--- config.mk ---
export PLATFORM = sky130hd
export DESIGN_NAME = cordic_sincos
export DESIGN_NICKNAME = d
export VERILOG_FILES = /design/src/design/cordic_fmt_pkg.sv /design/src/design/cordic_pipe_pkg.sv /design/src/design/angle_fold.sv /design/src/design/cordic_stage.sv /design/src/design/rotation_pipe.sv /design/src/design/result_round.sv /design/src/design/cordic_sincos.sv
export SDC_FILE = /design/constraint.sdc
export NUM_CORES = 1
export LEC_CHECK = 0
export BUFFER_PORTS_ARGS = -buffer_cell sky130_fd_sc_hd__buf_4
export CORE_MARGIN = 4
export CORE_UTILIZATION = 26
export CTS_BUF_LIST = sky130_fd_sc_hd__clkbuf_2 sky130_fd_sc_hd__clkbuf_4 sky130_fd_sc_hd__clkbuf_8
export DETAILED_ROUTE_END_ITERATION = 7
export PLACE_DENSITY_LB_ADDON = 0.05
export SYNTH_ARGS = -nofsm -noshare
export SYNTH_HDL_FRONTEND = slang
export SYNTH_HIERARCHICAL = 1
export SYNTH_SLANG_ARGS = --single-unit
--- constraint.sdc ---
create_clock -name clk -period 9.3 [get_ports clk]
set_input_delay 0.93 -clock clk [delete_from_list [all_inputs] [get_ports clk]]
set_output_delay 0.93 -clock clk [all_outputs]
set_load 0.01 [all_outputs]
--- src/design/cordic_fmt_pkg.sv ---
// cordic number formats: angle, internal vector and result widths with fixed-point constants
package cordic_fmt_pkg;

    // input angle in radians, signed, 6 fractional bits
    localparam int angle_w = 8;

    // pi/2 * 64 rounded down, largest legal angle magnitude
    localparam int angle_max = 100;

    // internal datapath, signed, 12 fractional bits
    localparam int vec_w = 14;

    // distance between the angle/result format and the internal format
    localparam int frac_shift = 6;

    // result word, signed, same scaling as the angle
    localparam int res_w = 8;

    typedef logic signed [angle_w-1:0] angle_t;
    typedef logic signed [res_w-1:0]   res_t;
    typedef logic signed [vec_w-1:0]   vec_word_t;

    // 1/K for twelve iterations, 0.6072 * 4096
    // starting x with this value means no gain correction after the last stage
    localparam vec_word_t cordic_gain_inv = 14'sd2487;

    // rotating vector plus the angle still left to rotate
    typedef struct packed {
        // cosine after the last stage
        vec_word_t x;
        // sine after the last stage
        vec_word_t y;
        // angle residual, driven toward zero
        vec_word_t z;
    } cordic_vec_t;

endpackage

--- src/design/cordic_pipe_pkg.sv ---
// cordic pipeline structure: stage count, latency, stage word and arctangent table
package cordic_pipe_pkg;

    import cordic_fmt_pkg::*;

    // rotation stages, one shift amount each
    localparam int n_iter = 12;

    // input register, rotation stages, rounding register, output register
    localparam int latency = 1 + n_iter + 2;

    // atan(2^-i) in the internal format, 12 fractional bits
    localparam vec_word_t atan_table [n_iter] = '{
        14'sd3217,
        14'sd1899,
        14'sd1003,
        14'sd509,
        14'sd256,
        14'sd128,
        14'sd64,
        14'sd32,
        14'sd16,
        14'sd8,
        14'sd4,
        14'sd2
    };

    // word moved between all pipeline registers
    // a low valid bit marks a bubble, its other fields carry no meaning
    typedef struct packed {
        logic        valid;
        // sign of the original angle, sine is negated again at the output
        logic        neg;
        cordic_vec_t vec;
    } stage_word_t;

endpackage

--- src/design/angle_fold.sv ---
// angle fold: registers the input, folds it to a positive angle and loads the start vector
`timescale 1ns/1ps

module angle_fold (
    input  logic                         clk,
    input  logic                         arst_n,
    input  logic                         angle_valid,
    input  cordic_fmt_pkg::angle_t       angle,
    output cordic_pipe_pkg::stage_word_t fold_out
);
    import cordic_fmt_pkg::*;

    angle_t      angle_abs;
    vec_word_t   z_start;
    logic        valid_q;
    logic        neg_q;
    cordic_vec_t vec_q;

    // the iterations only cover 0 to pi/2, so fold the angle and remember its sign
    // |angle| <= angle_max, negation never wraps
    always_comb begin
        angle_abs = angle[angle_w-1] ? -angle : angle;
        // sign extend first, then move up to 12 fractional bits
        z_start = vec_word_t'(angle_abs) <<< frac_shift;
    end

    // valid is the only control state
    always_ff @(posedge clk or negedge arst_n) begin
        if (!arst_n) begin
            valid_q <= 1'b0;
        end else begin
            valid_q <= angle_valid;
        end
    end

    // start vector (1/K, 0) so x and y end as plain cosine and sine
    always_ff @(posedge clk) begin
        neg_q   <= angle[angle_w-1];
        vec_q.x <= cordic_gain_inv;
        vec_q.y <= '0;
        vec_q.z <= z_start;
    end

    assign fold_out = '{valid: valid_q, neg: neg_q, vec: vec_q};

endmodule

--- src/design/cordic_stage.sv ---
// cordic stage: one registered rotation iteration with a fixed shift and table entry
`timescale 1ns/1ps

module cordic_stage #(
    // iteration index, picks both the shift and the atan entry
    parameter int unsigned shift = 0
) (
    input  logic                         clk,
    input  logic                         arst_n,
    input  cordic_pipe_pkg::stage_word_t stage_in,
    output cordic_pipe_pkg::stage_word_t stage_out
);
    import cordic_fmt_pkg::*;
    import cordic_pipe_pkg::*;

    vec_word_t   x_in;
    vec_word_t   y_in;
    vec_word_t   z_in;
    vec_word_t   x_sh;
    vec_word_t   y_sh;
    logic        valid_q;
    logic        neg_q;
    cordic_vec_t vec_q;
    cordic_vec_t vec_nxt;

    always_comb begin
        // local signed copies keep the shifts arithmetic
        x_in = stage_in.vec.x;
        y_in = stage_in.vec.y;
        z_in = stage_in.vec.z;
        x_sh = x_in >>> shift;
        y_sh = y_in >>> shift;
        if (z_in[vec_w-1]) begin
            // residual negative, we overshot, rotate clockwise
            vec_nxt.x = x_in + y_sh;
            vec_nxt.y = y_in - x_sh;
            vec_nxt.z = z_in + atan_table[shift];
        end else begin
            // residual zero or positive, rotate counter-clockwise
            vec_nxt.x = x_in - y_sh;
            vec_nxt.y = y_in + x_sh;
            vec_nxt.z = z_in - atan_table[shift];
        end
    end

    always_ff @(posedge clk or negedge arst_n) begin
        if (!arst_n) begin
            valid_q <= 1'b0;
        end else begin
            valid_q <= stage_in.valid;
        end
    end

    // bubbles are rotated too, their data is simply never looked at
    always_ff @(posedge clk) begin
        neg_q <= stage_in.neg;
        vec_q <= vec_nxt;
    end

    assign stage_out = '{valid: valid_q, neg: neg_q, vec: vec_q};

endmodule

--- src/design/rotation_pipe.sv ---
// rotation pipe: chain of n_iter cordic stages, one word in and one word out per cycle
`timescale 1ns/1ps

module rotation_pipe (
    input  logic                         clk,
    input  logic                         arst_n,
    input  cordic_pipe_pkg::stage_word_t pipe_in,
    output cordic_pipe_pkg::stage_word_t pipe_out
);
    import cordic_pipe_pkg::*;

    // link i feeds stage i, the last link is the pipe output
    stage_word_t link [n_iter+1];

    assign link[0] = pipe_in;

    // stage i shifts by i and uses atan(2^-i)
    // no stall path, every stage advances each cycle
    for (genvar i = 0; i < n_iter; i++) begin : g_stage
        cordic_stage #(
            .shift(i)
        ) stage_i (
            .clk      (clk),
            .arst_n   (arst_n),
            .stage_in (link[i]),
            .stage_out(link[i+1])
        );
    end

    // x holds cosine and y holds sine here, still at internal precision
    assign pipe_out = link[n_iter];

endmodule

--- src/design/result_round.sv ---
// result round: rounds x and y to the result format and restores the sign of the sine
`timescale 1ns/1ps

module result_round (
    input  logic                         clk,
    input  logic                         arst_n,
    input  cordic_pipe_pkg::stage_word_t round_in,
    output logic                         result_valid,
    output cordic_fmt_pkg::res_t         sine,
    output cordic_fmt_pkg::res_t         cosine
);
    import cordic_fmt_pkg::*;

    logic rnd_valid;
    logic rnd_neg;
    res_t rnd_sine;
    res_t rnd_cosine;

    // round half up: keep the top res_w bits, add the first dropped bit
    function automatic res_t round_half_up(vec_word_t v);
        res_t top;
        res_t half;
        top  = res_t'(v[vec_w-1:frac_shift]);
        half = res_t'(v[frac_shift-1]);
        return top + half;
    endfunction

    always_ff @(posedge clk or negedge arst_n) begin
        if (!arst_n) begin
            rnd_valid    <= 1'b0;
            result_valid <= 1'b0;
        end else begin
            rnd_valid    <= round_in.valid;
            result_valid <= rnd_valid;
        end
    end

    // rounding register
    // both values are >= 0 here since the angle was folded
    always_ff @(posedge clk) begin
        rnd_neg    <= round_in.neg;
        rnd_sine   <= round_half_up(round_in.vec.y);
        rnd_cosine <= round_half_up(round_in.vec.x);
    end

    // output register
    // sine is odd, cosine is even, so only the sine takes the input sign back
    always_ff @(posedge clk) begin
        sine   <= rnd_neg ? -rnd_sine : rnd_sine;
        cosine <= rnd_cosine;
    end

endmodule

--- src/design/cordic_sincos.sv ---
// cordic sin/cos top: fold, twelve rotation stages, rounding, one angle per cycle
`timescale 1ns/1ps

module cordic_sincos (
    input  logic                   clk,
    input  logic                   arst_n,
    input  logic                   angle_valid,
    input  cordic_fmt_pkg::angle_t angle,
    output logic                   result_valid,
    output cordic_fmt_pkg::res_t   sine,
    output cordic_fmt_pkg::res_t   cosine
);
    import cordic_pipe_pkg::*;

    // folded start vector into the rotation chain
    stage_word_t fold_word;
    // rotated vector into the rounding stages
    stage_word_t pipe_word;

    angle_fold angle_fold_i (
        .clk        (clk),
        .arst_n     (arst_n),
        .angle_valid(angle_valid),
        .angle      (angle),
        .fold_out   (fold_word)
    );

    rotation_pipe rotation_pipe_i (
        .clk     (clk),
        .arst_n  (arst_n),
        .pipe_in (fold_word),
        .pipe_out(pipe_word)
    );

    result_round result_round_i (
        .clk         (clk),
        .arst_n      (arst_n),
        .round_in    (pipe_word),
        .result_valid(result_valid),
        .sine        (sine),
        .cosine      (cosine)
    );

endmodule

==> reports/qor.yml <==
timing.final.crit_period_ps: 3450
critPathSlowestCell: "mux2i_1"
critical_path_class: "flip-flop to flip-flop"
cp_data_required_time_ps: 10040
worstMarginPinSlew_ps: 1200
skew_ps: 66.3
grt.total_usage_pct: 13.1
critPathMaxFanout: 12
avgSynthCellArea_sq_um: 8.99
report.final.setup_viol: 0
clock-root-buffer: "clkbuf_8"
wl_per_cell_microns: 16.1
syn_inst: 4010
coreArea_sq_um: 138000
gp_congestion: 0.765
die-area_sq_um: 145000
hold_viol: 0
rsz0062_at_grt: "false"
post-cts-setup-buffers: 0
core.rowCount: 136
dp_hpwl_microns: 76300
tritoncts: "yes"
crit_path_max_incr_delay_ps: 900
finalCritPeriodShare_pct: 37.1
clkLatencyLatePin_ps: 790
drcViolationCount: 0
path_cells: "inv_1, ha_1, mux2i_1, ha_1, nand3_1, inv_1, a31o_1, a2111oi_1, o221a_1"
fmax_mhz: 290
antenna_found_initial: 4
hold_class: "flip-flop to flip-flop"
netlist_area_sq_um: 36100
clk_path_buf_depth: 3
die-height_microns: 380
htree_num_levels: 3
routed_wl_microns: 95600
cp-start-kind: "flip-flop"
max_cap_violations: 0
vias_per_cell: 4.63
layout.nets: 4597
first_pass_iters: 5
grt_remaining_overflow: 0
io_buffers: 27
grt_max_degree: 44
clk_pin_slew_ps: 60
die_w_microns: 380
grt_pass1_wl_microns: 155000
postRouteAntennaNets: 0
grt_pass1_vias: 28110
start_util_pct: 26.2
tns_ps: 0
yosys_warnings: 6
arrival_ps: 4190
cts-resized-gates: 0
fill_cells: 14638
slew_viol_final: 0
outcome: "completed"
syn2layout_area_growth_pct: 11.7
clkSinkCount: 521
drive_gt1_share_pct: 9.00
crit_path_end_kind: "flip-flop"
io_pins: 28
drtIter0Drc: 1239
cts_inserted_buffers: 104
vias: 27523
max_slew_margin_pct: 17.7
worst paths after layout:
path	start	end	slack, ps	cells after the start
hold reg to reg	rotation_pipe_i/g_stage[5].stage_i/neg_q	rotation_pipe_i/g_stage[6].stage_i/neg_q	270	0
setup reg to reg	rotation_pipe_i/g_stage[10].stage_i/stage_out[41]	rotation_pipe_i/g_stage[11].stage_i/stage_out[27]	5850	9
setup / recovery	rotation_pipe_i/g_stage[10].stage_i/stage_out[41]	rotation_pipe_i/g_stage[11].stage_i/stage_out[27]	5850	9
max in group asynchronous	arst_n	rotation_pipe_i/g_stage[3].stage_i/valid_q	8550	2
min in group asynchronous	arst_n	rotation_pipe_i/g_stage[6].stage_i/valid_q	520	2
hold / removal	rotation_pipe_i/g_stage[5].stage_i/neg_q	rotation_pipe_i/g_stage[6].stage_i/neg_q	270	0
cells in the final DEF (no fill, tap or decap), types with 49 or more instances in the layout:
master / count
a21oi_1: 380
o21a_1: 51
nor2_1: 284
nand2_1: 186
o21ai_0: 174
ha_1: 490
nand3_1: 61
clkbuf_8: 134
xor2_1: 156
dfxtp_1: 506
a31oi_1: 49
a21o_1: 106
xnor2_1: 317
inv_1: 267
nor3_1: 90
a211oi_1: 51
timing repair:
action                                 4_1_cts  5_1_grt
hold buffers                                 1        0
endpoints found under the hold margin       15        0
setup endpoints to repair                    0        0
area by class of cell:
type | count | area [sq um] | share of cell area, %
Multi-Input combinational cell | 3121 | 23900 | 59.2
Sequential cell | 521 | 10500 | 26.1
Tap cell | 1794 | 2240 | 5.57
Clock buffer | 157 | 2020 | 5.01
Inverter | 276 | 1040 | 2.57
Clock inverter | 35 | 368 | 0.913
Timing Repair Buffer | 35 | 265 | 0.658
Antenna cell | 2 | 5.00 | 0.0124
worst max-delay path: cells and delay by family, from the launching register on:
| kind | cells | cell delay [ps] |
|---|---|---|
| AOI/OAI and AO/OA | 3 | 830 |
| DFF | 1 | 560 |
| adders and majority gates | 2 | 740 |
| and+or+nand+nor | 1 | 110 |
| buffers and inverters | 2 | 250 |
| muxes | 1 | 900 |
through the flow:
step           cell area, sq um  cells  worst slack [ps]  util (%)  hold WS [ps]
6_report                  40300   5941              5850      29.3           266
5_1_grt                   40300   5940              5470      29.3           208
4_1_cts                   40300   5939              5820      29.3           168
3_5_place_dp              37900   5746              5830      27.5           312
3_3_place_gp              37900   5746              5840      27.5           310
2_1_floorplan             36200   4042              6270         -           310
sequential cells by signal (all words and copies together) (netlist names):
signal	flops
angle_fold_i/fold_out	8
angle_fold_i/neg_q	1
angle_fold_i/valid_q	1
result_round_i/cosine	8
result_round_i/result_valid	1
result_round_i/rnd_cosine	8
result_round_i/rnd_neg	1
result_round_i/rnd_sine	8
result_round_i/rnd_valid	1
result_round_i/sine	8
rotation_pipe_i/g_stage.stage_i/neg_q	12
rotation_pipe_i/g_stage.stage_i/stage_out	452
rotation_pipe_i/g_stage.stage_i/valid_q	12
layer usage:
metal | part of all wire (%) | wire length [microns] | track usage [%]
met5 | 0 | 0 | 0
met2 | 46 | 43700 | 21.7
met4 | 1.6 | 1530 | 3.24
met3 | 2.9 | 2760 | 2.05
met1 | 50 | 47600 | 17.7
Power is not shown: default switching activity piles up to over one toggle a cycle in this logic, so the estimate is an artifact.
